$ cat src/source/decodePkg.sv
// decodePkg: instruction fields, opcodes, ALU and source enums, control word, stage payloads
package decodePkg;

    localparam int xlen = 32;

    localparam logic [31:0] nopInstr = 32'h0000_0013; // addi x0,x0,0

    // base opcodes
    localparam logic [6:0] opLui    = 7'b0110111;
    localparam logic [6:0] opAuipc  = 7'b0010111;
    localparam logic [6:0] opJal    = 7'b1101111;
    localparam logic [6:0] opJalr   = 7'b1100111;
    localparam logic [6:0] opBranch = 7'b1100011;
    localparam logic [6:0] opLoad   = 7'b0000011;
    localparam logic [6:0] opStore  = 7'b0100011;
    localparam logic [6:0] opOpImm  = 7'b0010011;
    localparam logic [6:0] opOp     = 7'b0110011;

    // R-type layout, the other formats reuse the same positions
    typedef struct packed {
        logic [6:0] funct7;
        logic [4:0] rs2;
        logic [4:0] rs1;
        logic [2:0] funct3;
        logic [4:0] rd;
        logic [6:0] opcode;
    } instrFieldsT;

    typedef enum logic [3:0] {
        aluAdd, aluSub, aluSll, aluSlt, aluSltu, aluXor,
        aluSrl, aluSra, aluOr, aluAnd, aluPassB
    } aluOpT;

    typedef enum logic [1:0] {
        srcReg,   // rs1 / rs2
        srcImm,   // rs1 / imm
        srcPcImm  // pc / imm
    } aluSrcT;

    typedef struct packed {
        logic   regWrite;
        logic   memToReg;
        logic   memRead;
        logic   memWrite;
        aluOpT  aluOp;
        aluSrcT aluSrc;
        logic   jump;
        logic   branch;
    } controlT;

    typedef struct packed {
        logic [31:0]     instr;
        logic [xlen-1:0] pc;
    } fetchPacketT;

    typedef struct packed {
        controlT         ctrl;
        logic [4:0]      rs1;
        logic [4:0]      rs2;
        logic [4:0]      rd;
        logic [2:0]      funct3;
        logic [xlen-1:0] rData1;
        logic [xlen-1:0] rData2;
        logic [xlen-1:0] imm;
        logic [xlen-1:0] pc;
    } decodedT;

    localparam decodedT bubbleDecoded = '0;

endpackage

$ cat src/source/pipelineStage.sv
// pipelineStage: stage register with hold, bubble insert and a valid bit, any payload type
`timescale 1ns/10ps

module pipelineStage #(
    parameter type     payloadT = logic,
    parameter payloadT bubble   = '0
) (
    input  logic    clk,
    input  logic    reset,
    input  logic    stall,
    input  logic    flush,
    input  logic    inValid,
    input  payloadT inData,
    output logic    outValid,
    output payloadT outData
);

    always_ff @(posedge clk or posedge reset) begin
        if (reset) begin
            outValid <= 1'b0;
            outData  <= bubble;
        end else if (flush) begin
            outValid <= 1'b0;   // bubble wins over hold
            outData  <= bubble;
        end else if (!stall) begin
            outValid <= inValid;
            outData  <= inData;
        end
    end

    // a flushed stage never presents a valid entry the cycle after
    flushClearsValid: assert property (
        @(posedge clk) disable iff (reset)
        flush |=> !outValid
    ) else $error("pipelineStage: valid entry after flush");

endmodule

$ cat src/source/instructionDecoder.sv
// instructionDecoder: RV32I control word, register numbers, immediates and source usage
`timescale 1ns/10ps

module instructionDecoder (
    input  logic [31:0]        instr,
    output decodePkg::controlT ctrl,
    output logic [4:0]         rs1,
    output logic [4:0]         rs2,
    output logic [4:0]         rd,
    output logic [2:0]         funct3,
    output logic [31:0]        imm,
    output logic               usesRs1,
    output logic               usesRs2
);
    import decodePkg::*;

    instrFieldsT fields;
    logic [31:0] immI;
    logic [31:0] immS;
    logic [31:0] immB;
    logic [31:0] immU;
    logic [31:0] immJ;

    // funct3 to ALU op, alt is funct7 bit 5
    function automatic aluOpT aluFromFunct(input logic [2:0] f3, input logic alt,
                                           input logic isReg);
        aluOpT op;
        case (f3)
            3'b000:  op = (isReg && alt) ? aluSub : aluAdd; // no subi
            3'b001:  op = aluSll;
            3'b010:  op = aluSlt;
            3'b011:  op = aluSltu;
            3'b100:  op = aluXor;
            3'b101:  op = alt ? aluSra : aluSrl;
            3'b110:  op = aluOr;
            default: op = aluAnd;
        endcase
        return op;
    endfunction

    assign fields = instr;
    assign rs1    = fields.rs1;
    assign rs2    = fields.rs2;
    assign rd     = fields.rd;
    assign funct3 = fields.funct3;

    assign immI = {{20{instr[31]}}, instr[31:20]};
    assign immS = {{20{instr[31]}}, instr[31:25], instr[11:7]};
    assign immB = {{19{instr[31]}}, instr[31], instr[7], instr[30:25], instr[11:8], 1'b0};
    assign immU = {instr[31:12], 12'b0};
    assign immJ = {{11{instr[31]}}, instr[31], instr[19:12], instr[20], instr[30:21], 1'b0};

    always_comb begin
        ctrl    = '0;   // unknown opcode stays a bubble
        imm     = '0;
        usesRs1 = 1'b0;
        usesRs2 = 1'b0;
        case (fields.opcode)
            opLui: begin
                ctrl.regWrite = 1'b1;
                ctrl.aluOp    = aluPassB;
                ctrl.aluSrc   = srcImm;
                imm           = immU;
            end
            opAuipc: begin
                ctrl.regWrite = 1'b1;
                ctrl.aluSrc   = srcPcImm;
                imm           = immU;
            end
            opJal: begin
                ctrl.regWrite = 1'b1;
                ctrl.jump     = 1'b1;
                ctrl.aluSrc   = srcPcImm; // target pc+imm
                imm           = immJ;
            end
            opJalr: begin
                ctrl.regWrite = 1'b1;
                ctrl.jump     = 1'b1;
                ctrl.aluSrc   = srcImm;
                imm           = immI;
                usesRs1       = 1'b1;
            end
            opBranch: begin
                ctrl.branch = 1'b1;
                ctrl.aluOp  = aluSub; // compare
                imm         = immB;
                usesRs1     = 1'b1;
                usesRs2     = 1'b1;
            end
            opLoad: begin
                ctrl.regWrite = 1'b1;
                ctrl.memToReg = 1'b1;
                ctrl.memRead  = 1'b1;
                ctrl.aluSrc   = srcImm;
                imm           = immI;
                usesRs1       = 1'b1;
            end
            opStore: begin
                ctrl.memWrite = 1'b1;
                ctrl.aluSrc   = srcImm;
                imm           = immS;
                usesRs1       = 1'b1;
                usesRs2       = 1'b1; // store data
            end
            opOpImm: begin
                ctrl.regWrite = 1'b1;
                ctrl.aluOp    = aluFromFunct(fields.funct3, fields.funct7[5], 1'b0);
                ctrl.aluSrc   = srcImm;
                imm           = immI;
                usesRs1       = 1'b1;
            end
            opOp: begin
                ctrl.regWrite = 1'b1;
                ctrl.aluOp    = aluFromFunct(fields.funct3, fields.funct7[5], 1'b1);
                usesRs1       = 1'b1;
                usesRs2       = 1'b1;
            end
            default: begin
                ctrl = '0;
            end
        endcase
    end

endmodule

$ cat src/source/registerFile.sv
// registerFile: 32 entry integer registers, two read ports, write port with bypass
`timescale 1ns/10ps

module registerFile (
    input  logic                       clk,
    input  logic                       reset,
    input  logic [4:0]                 rs1,
    input  logic [4:0]                 rs2,
    output logic [decodePkg::xlen-1:0] rData1,
    output logic [decodePkg::xlen-1:0] rData2,
    input  logic                       wbEnable,
    input  logic [4:0]                 wbRd,
    input  logic [decodePkg::xlen-1:0] wbData
);
    import decodePkg::*;

    logic [xlen-1:0] regs [32];
    logic            wbLive;

    assign wbLive = wbEnable && (wbRd != 5'd0); // x0 never written

    always_ff @(posedge clk or posedge reset) begin
        if (reset) begin
            for (int i = 0; i < 32; i++) begin
                regs[i] <= '0;
            end
        end else if (wbLive) begin
            regs[wbRd] <= wbData;
        end
    end

    // same-cycle write shows up on the read port
    assign rData1 = (rs1 == 5'd0) ? '0 :
                    (wbLive && wbRd == rs1) ? wbData : regs[rs1];
    assign rData2 = (rs2 == 5'd0) ? '0 :
                    (wbLive && wbRd == rs2) ? wbData : regs[rs2];

    x0ReadsZero: assert property (
        @(posedge clk) disable iff (reset)
        (rs1 == 5'd0) |-> (rData1 == '0)
    ) else $error("registerFile: x0 read nonzero");

endmodule

$ cat src/source/hazardUnit.sv
// hazardUnit: load-use detection, redirect and issue back-pressure to stage controls
`timescale 1ns/10ps

module hazardUnit (
    input  logic               redirect,
    input  logic               issueStall,
    input  logic               ifValid,
    input  logic [4:0]         rs1,
    input  logic [4:0]         rs2,
    input  logic               usesRs1,
    input  logic               usesRs2,
    input  logic               exValid,
    input  decodePkg::controlT exCtrl,
    input  logic [4:0]         exRd,
    output logic               ifStall,
    output logic               ifFlush,
    output logic               idStall,
    output logic               idFlush,
    output logic               fetchStall
);

    logic loadUse;

    // load in the issue register feeding the instruction now in decode
    assign loadUse = exValid && exCtrl.memRead && (exRd != 5'd0) && ifValid &&
                     ((usesRs1 && rs1 == exRd) || (usesRs2 && rs2 == exRd));

    always_comb begin
        ifStall    = 1'b0;
        ifFlush    = 1'b0;
        idStall    = 1'b0;
        idFlush    = 1'b0;
        fetchStall = 1'b0;
        if (redirect) begin
            ifFlush = 1'b1; // fetch input of this cycle dropped
            idFlush = 1'b1;
        end else if (issueStall) begin
            ifStall    = 1'b1;
            idStall    = 1'b1;
            fetchStall = 1'b1;
        end else if (loadUse) begin
            ifStall    = 1'b1;
            idFlush    = 1'b1; // bubble clears exValid, so one cycle only
            fetchStall = 1'b1;
        end
    end

    always_comb begin
        assert (!(redirect && fetchStall))
            else $error("hazardUnit: fetch held during redirect");
    end

endmodule

$ cat src/source/decodeStage.sv
// decodeStage: fetch/decode and decode/issue registers around decoder, regfile and hazards
`timescale 1ns/10ps

module decodeStage #(
    parameter logic [decodePkg::xlen-1:0] resetPc = '0
) (
    input  logic                       clk,
    input  logic                       reset,
    input  logic                       fetchValid,
    input  decodePkg::fetchPacketT     fetchData,
    input  logic                       redirect,
    input  logic                       issueStall,
    input  logic                       wbEnable,
    input  logic [4:0]                 wbRd,
    input  logic [decodePkg::xlen-1:0] wbData,
    output logic                       fetchStall,
    output logic                       issueValid,
    output decodePkg::decodedT         issueData
);
    import decodePkg::*;

    localparam fetchPacketT ifBubble = '{instr: nopInstr, pc: resetPc};

    logic            ifValid;
    fetchPacketT     ifData;
    controlT         decCtrl;
    logic [4:0]      decRs1;
    logic [4:0]      decRs2;
    logic [4:0]      decRd;
    logic [2:0]      decFunct3;
    logic [xlen-1:0] decImm;
    logic            usesRs1;
    logic            usesRs2;
    logic [xlen-1:0] rData1;
    logic [xlen-1:0] rData2;
    decodedT         idIn;
    logic            ifStall;
    logic            ifFlush;
    logic            idStall;
    logic            idFlush;

    pipelineStage #(
        .payloadT(fetchPacketT),
        .bubble  (ifBubble)
    ) ifStage (
        .clk     (clk),
        .reset   (reset),
        .stall   (ifStall),
        .flush   (ifFlush),
        .inValid (fetchValid),
        .inData  (fetchData),
        .outValid(ifValid),
        .outData (ifData)
    );

    instructionDecoder decoder (
        .instr  (ifData.instr),
        .ctrl   (decCtrl),
        .rs1    (decRs1),
        .rs2    (decRs2),
        .rd     (decRd),
        .funct3 (decFunct3),
        .imm    (decImm),
        .usesRs1(usesRs1),
        .usesRs2(usesRs2)
    );

    registerFile regFile (
        .clk     (clk),
        .reset   (reset),
        .rs1     (decRs1),
        .rs2     (decRs2),
        .rData1  (rData1),
        .rData2  (rData2),
        .wbEnable(wbEnable),
        .wbRd    (wbRd),
        .wbData  (wbData)
    );

    // decoded fields plus operands into one issue word
    assign idIn = '{
        ctrl:   decCtrl,
        rs1:    decRs1,
        rs2:    decRs2,
        rd:     decRd,
        funct3: decFunct3,
        rData1: rData1,
        rData2: rData2,
        imm:    decImm,
        pc:     ifData.pc
    };

    pipelineStage #(
        .payloadT(decodedT),
        .bubble  (bubbleDecoded)
    ) idStage (
        .clk     (clk),
        .reset   (reset),
        .stall   (idStall),
        .flush   (idFlush),
        .inValid (ifValid),
        .inData  (idIn),
        .outValid(issueValid),
        .outData (issueData)
    );

    hazardUnit hazards (
        .redirect  (redirect),
        .issueStall(issueStall),
        .ifValid   (ifValid),
        .rs1       (decRs1),
        .rs2       (decRs2),
        .usesRs1   (usesRs1),
        .usesRs2   (usesRs2),
        .exValid   (issueValid),
        .exCtrl    (issueData.ctrl),
        .exRd      (issueData.rd),
        .ifStall   (ifStall),
        .ifFlush   (ifFlush),
        .idStall   (idStall),
        .idFlush   (idFlush),
        .fetchStall(fetchStall)
    );

endmodule

$ cat config.mk
export PLATFORM = sky130hd
export DESIGN_NAME = decodeStage
export DESIGN_NICKNAME = d
export VERILOG_FILES = /design/src/source/decodePkg.sv /design/src/source/pipelineStage.sv /design/src/source/instructionDecoder.sv /design/src/source/registerFile.sv /design/src/source/hazardUnit.sv /design/src/source/decodeStage.sv
export SDC_FILE = /design/constraint.sdc
export NUM_CORES = 2
export LEC_CHECK = 0
export ABC_CLOCK_PERIOD_IN_PS = 113100
export BUFFER_PORTS_ARGS = -buffer_cell sky130_fd_sc_hd__buf_2
export CAP_MARGIN = 0
export CORE_ASPECT_RATIO = 1.25
export CORE_MARGIN = 5
export CORE_UTILIZATION = 35
export DETAILED_ROUTE_END_ITERATION = 8
export SYNTH_ARGS = -nofsm -noshare
export SYNTH_HDL_FRONTEND = slang
export SYNTH_SLANG_ARGS = --single-unit
$ cat constraint.sdc
create_clock -name clk -period 113.1 [get_ports clk]
set_input_delay 11.31 -clock clk [delete_from_list [all_inputs] [get_ports clk]]
set_output_delay 11.31 -clock clk [all_outputs]
set_load 0.05 [all_outputs]
---- Word level (Yosys, flattened, before mapping) ----
Cells that the tools add are included.
Widths: inputs -> output; s select.
storage, ports and cells
  input port bits ......................... 107
  output and inout bits ................... 160
  latch bits .............................. 0
  logic and storage cells ................. 147
  bits in registers ....................... 1,248
  bits in read-only memories .............. 0
  memories kept ........................... 0
  memory bits (writable) .................. 0
operators by class
  mux-type cells .......................... 43
  reductions and logical operators ........ 24
  shift operators ......................... 0
  order comparisons ....................... 4
  multipliers ............................. 0
  $add $sub $neg .......................... 0
  bitwise operators ....................... 3
  equality and inequality tests ........... 21
  divide/modulo/power cells ............... 0
operators by type and width
  operator            number
  $bwmux 1024         1
  $bmux 32 s5         2
  $mux 158            2
  $mux 32             9
  $demux 32 s5        1
  $pmux 32 s5         1
  $mux 64             2
  $pmux 4 s7          2
  $eq 7x6->1 const B  3
  $eq 7x7->1 const B  3
  $eq 5x5->1          4
  $mux 1              20
  $ge 6x6->1 const B  3
  $not 5->6           3
  $pmux 4 s4          1
  $eq 7x5->1 const B  2
  $logic_and 1x1->1   10
  $logic_not 5->1     2
  $reduce_bool 5->1   2
  $eq 3x3->1 const B  3
  $eq 7x2->1 const B  1
  $reduce_or 7->1     1
  $eq 3x2->1 const B  2
  $lt 6x1->1 const B  1
  other kinds (10)    14

---- Longest topological paths before layout ----
  depth after elaboration ................. 11
  gate-level depth with buffers ........... 10

---- Hierarchy ----
Synthesis repeated with hierarchy kept, for this count alone.
unflattened totals
  cells, all modules ...................... 4,720
  area total of the unflattened synthesis .. 65,295.1 um^2
modules (own cells, without submodules)
  module                    times used  area an instance (um^2)  cells each
  registerFile              1           55,121.6                 3,848
  pipelineStage at idStage  1           6,467.5                  514
  pipelineStage at ifStage  1           2,698.8                  211
  instructionDecoder        1           828.3                    124
  hazardUnit                1           178.9                    23

---- Least setup slack after synthesis ----
Ideal clock, no wire load.
  path kind ............................... input to output
  from .................................... in redirect
  to ...................................... out fetchStall
  stages .................................. 3
  slack ................................... 89.862 ns
  arrival ................................. 11.928 ns
  required time ........................... 101.790 ns
  cell sequence ........................... clkbuf_1 -> nor2_1 -> buf_2
between the ends
  cells in the longest elaborated chain, start to end .. 1
RTL lines
  item                RTL line           text
  start: declaration  decodeStage.sv:11  input logic redirect,
  $mux 1              hazardUnit.sv:34   if (redirect) begin
  end: declaration    decodeStage.sv:16  output logic fetchStall,
No other way between the ends.

---- Final worst setup path ----
  from .................................... in issueStall
  to ...................................... out fetchStall
between the ends
  cells in the longest elaborated chain, start to end .. 2
RTL lines
  item                RTL line           text
  start: declaration  decodeStage.sv:12  input logic issueStall,
  $mux 1              hazardUnit.sv:37   end else if (issueStall) begin
  $mux 1              hazardUnit.sv:34
No other way between the ends.

==> metrics.md <==
| Metric | Value |
|---|---|
| Run status | `finished clean` |
| Iteration-0 DRC Markers | `3,494` |
| First drt pass iteration count | `5` |
| CTS hold repair buffers | `0` |
| Half-perimeter wire length after detailed placement | `117 mm` |
| Most numerous cell in the Yosys netlist | `dfrtp_1` |
| Critical path startpoint category | `primary input` |
| Final critical-path setup slack | `88.96 ns` |
| Critical path capture point type | `output pin` |
| Post-Syn Area per Cell | `15.1 sq um` |
| Clk buf depth | `3` |
| Total nets after synthesis | `4,222` |
| Critical register-to-register path startpoint | `ifStage.outData[47]` |
| Maximum cell stage delay along the critical path | `approximately 0.7 ns` |
| Max_slew headroom | `roughly a fifth` |
| Cells after Synth | `4,115` |
| Hold Violations, Final | `0` |
| Layout cell share with drive strength beyond 1 | `51.4%` |
| CTS Root Cell | `clkbuf_16` |
| Setup clock skew after layout | `0.0284 ns` |
| Syn Std Cell Area | `62,200 sq um` |
| Hold-critical path endpoint | `regFile.regs[1004]` |
| Placeable Area | `~180,000 sq um` |
| Max FO, Critical Path | `47` |
| Area of the die | `186,000 sq um` |
| Core Rows | `between 150 and 200` |
| Relative contribution of combinational cells to total power | `approximately 17%` |
| Global-route usage over all layers | `21.7%` |
| Pwr/cell area | `18.1 nW/um^2` |
| Tightest Pin Transition | `1.19 ns` |
| Die H | `481 microns` |
| DRC viols | `0` |
| Endpoints failing setup | `0` |
| Crit-path cells | `buf_2 > a21oi_4 > nor2_4 > buf_4 > buf_2` |
| Portion of total power attributed to sequential cells | `between 40% and 50%` |
| Register-to-Register Setup Slack | `roughly 110 ns` |
| Insertion delay to the later sink of the worst-skew pair | `0.78 ns` |
| Worst IR drop on VDD | `between 0.00001 and 0.000015 V` |
| Pin count of the biggest net entering global routing | `171` |
| Portion of total power attributed to the clock network | `37.8%` |
| Number of distinct standard cells referenced by the synthesized netlist | `67` |
| Via density per instance | `6.09` |
| Horizontal extent of the die | `between 300 and 400 microns` |
| Share of flip-flops with an asynchronous set or reset | `100%` |
| Initial cell density of the core | `35.1%` |
| Setup repair after global routing missed its margin | `no` |
| Number of levels the H-tree was split into | `4` |
| Post-route antenna net violation count | `0` |
| Num Clock Sinks | `between 1,000 and 1,500` |
| Hold_sp | `regFile.regs[1004]` |
| Setup TNS Final | `0 ns` |
| Detail-routed net length per standard cell | `between 30 and 40 microns` |
| Area fraction of the dominant cell type after synthesis | `between 50% and 60%` |
| Cell types with the highest counts after synthesis | `dfrtp_1, mux2_2, mux4_2` |
| RePlAce Congestion | `0.824` |
| Global route total overflow | `0` |
| Leading cell types by total area after synthesis | `dfrtp_1, mux4_2, mux2_2, o22ai_1, a22o_1` |
| Placement-stage worst setup slack | `88.95 ns` |
| Most prevalent standard cell on the critical path | `buf_2` |
| Proportion of total power due to net switching | `26.9%` |
| Critical path data required time | `slightly above 100 ns` |
| Clock-pin slew of the registers on the worst-case setup and hold paths | `approximately 0.05 ns` |
| Clock tree from TritonCTS | `yes` |
| Global-route wire length before repair | `between 300 and 400 mm` |
| Max stage delay cell, worst path | `a21oi_4` |
| Buffers on Ports | `266` |
| Nets | `4,261` |
| Yosys warning total | `0` |
| Number of fill cells in the layout | `16,300` |
| Number of global-route vias before repair | `around 42,000` |
| Post-CTS repair timing setup buffer count | `0` |
| Worst setup path class | `in2out` |
| Cell count of the worst reg-to-reg path | `8` |
| Synthesis-to-layout area growth | `12.7%` |
| Leakage power | `29.9 nW` |
| Ports placed on the boundary | `267` |
| Total number of cells along the worst setup path | `5` |
| Detailed Route WL | `205 mm` |
| Data arrival time of the critical path | `12.83 ns` |
| Number of buffers inserted during clock tree synthesis | `142` |
| Maximum Capacitance Violations | `0` |
| Number of antenna violations at the first check in global routing | `11` |
| Achievable clock frequency | `approximately 0.041 GHz` |
| Most frequently used flop master after synthesis | `dfrtp_1` |
| Switching component of the power | `0.000341 W` |
| End of the worst register-to-register path | `idStage.outData[123]` |
| Resized Gates After CTS | `0` |
| Worst hold path type | `reg2reg` |
| Dominant cell type by area after synthesis | `dfrtp_1` |
| Top Family by Delay on Critical Path | `buffers and inverters` |
| Number of enable flip-flop cells after synthesis | `0` |
| Crit share post-route | `21.3%` |
| Minimum period implied by the final worst setup slack | `approximately 24 ns` |
| Number of register bits inferred by synthesis | `1,247` |
| Portion of the post-synthesis area used by sequential elements | `50.2%` |
| Worst path bufs/invs | `3` |
| Final slew viol count | `0` |
| Depth of the worst hold-timing path | `0` |
| Total internal power | `0.000925 W` |
| Routed vias | `about 40,000` |
## layer usage
layer  up-vias  track usage, %  part of all wire, %
met4         2            7.51                  3.8
li1      16100               -                    -
met2      1744            33.7                   45
met5         -               0               0.0064
met3       434            4.65                  8.0
met1     22100            30.4                   43
## power by group through the flow
stage / clock network, W / logic (W) / registers, W
5_1_grt: 0.000505 / 0.000230 / 0.000582
6_report: 0.000479 / 0.000215 / 0.000573
4_1_cts: 0.000488 / 0.000216 / 0.000571
3_5_place_dp: 0 / 0.000215 / 0.000579
3_3_place_gp: 0 / 0.000211 / 0.000573
2_1_floorplan: 0 / 0.000167 / 0.000570
## worst register-to-register path: cells and delay by family (launching register included)
kind | cells | cell delay (ns)
AOI/OAI and AO/OA | 3 | 0.78
buffers and inverters | 3 | 2.43
DFF | 1 | 0.88
muxes | 1 | 0.42
and+or+nand+nor | 1 | 0.40
## cells in the final DEF (no fill, tap or decap), drive strengths merged, types with 7 or more instances in the layout
master and instances:
nand2b 7, or4 41, mux2 996, nor3 26
o221ai 19, a22oi 68, nand3 14, nor2 51
inv 16, mux4 508, nor2b 8, dfrtp 1244
o22ai 237, mux2i 18, xnor2 18, o21ai 93
a22o 105, diode 9, a21oi 38, buf 360
bufinv 12, clkbuf 208, nand2 79, clkinv 28
nand3b 11
## kinds of logic after synthesis
| logic type | share of synthesized area (%) |
|---|---|
| compound gates | 6.90 |
| xor+xnor | 0.282 |
| buf+inv | 3.66 |
| flops | 50.2 |
| mux | 36.7 |
| simple gates | 2.26 |
## cell type report
type / instances / area [sq um] / area share, %
Antenna cell: 9 / 22.5 / 0.0321
Tap cell: 2362 / 2960 / 4.22
Clock inverter: 50 / 659 / 0.941
Sequential cell: 1247 / 31200 / 44.6
Clock buffer: 208 / 4170 / 5.96
Inverter: 6 / 30.0 / 0.0429
Multi-Input combinational cell: 2397 / 28900 / 41.3
Timing Repair Buffer: 360 / 2090 / 2.98
## sequential cells by signal, summed over array words and instances, names as in the netlist
signal,flops
regFile.regs,1024
idStage.outData,157
ifStage.outData,64
idStage.outValid,1
ifStage.outValid,1
## metrics by stage
step	hold slack [ns]	util (%)	instance area [sq um]	total power [W]	std cells
floorplan	0.441	-	62200	0.000736	4115
global placement	0.376	36.8	65200	0.000784	6372
detailed placement	0.384	36.8	65200	0.000794	6372
CTS	0.396	39.5	70000	0.00127	6630
global route	0.402	39.5	70000	0.00132	6630
finish	0.392	39.5	70100	0.00127	6639
## worst max-delay path by stage
stage | start | to | slack, ns
final | issueStall | fetchStall | 88.96
after floorplan | reset | idStage.outData[0] | 66.66
after detailed placement | issueStall | fetchStall | 88.95
after CTS | issueStall | fetchStall | 88.96
after global placement | issueStall | fetchStall | 88.97
after global routing | issueStall | fetchStall | 88.90
Note: power is estimated with default switching activity, not from simulation.
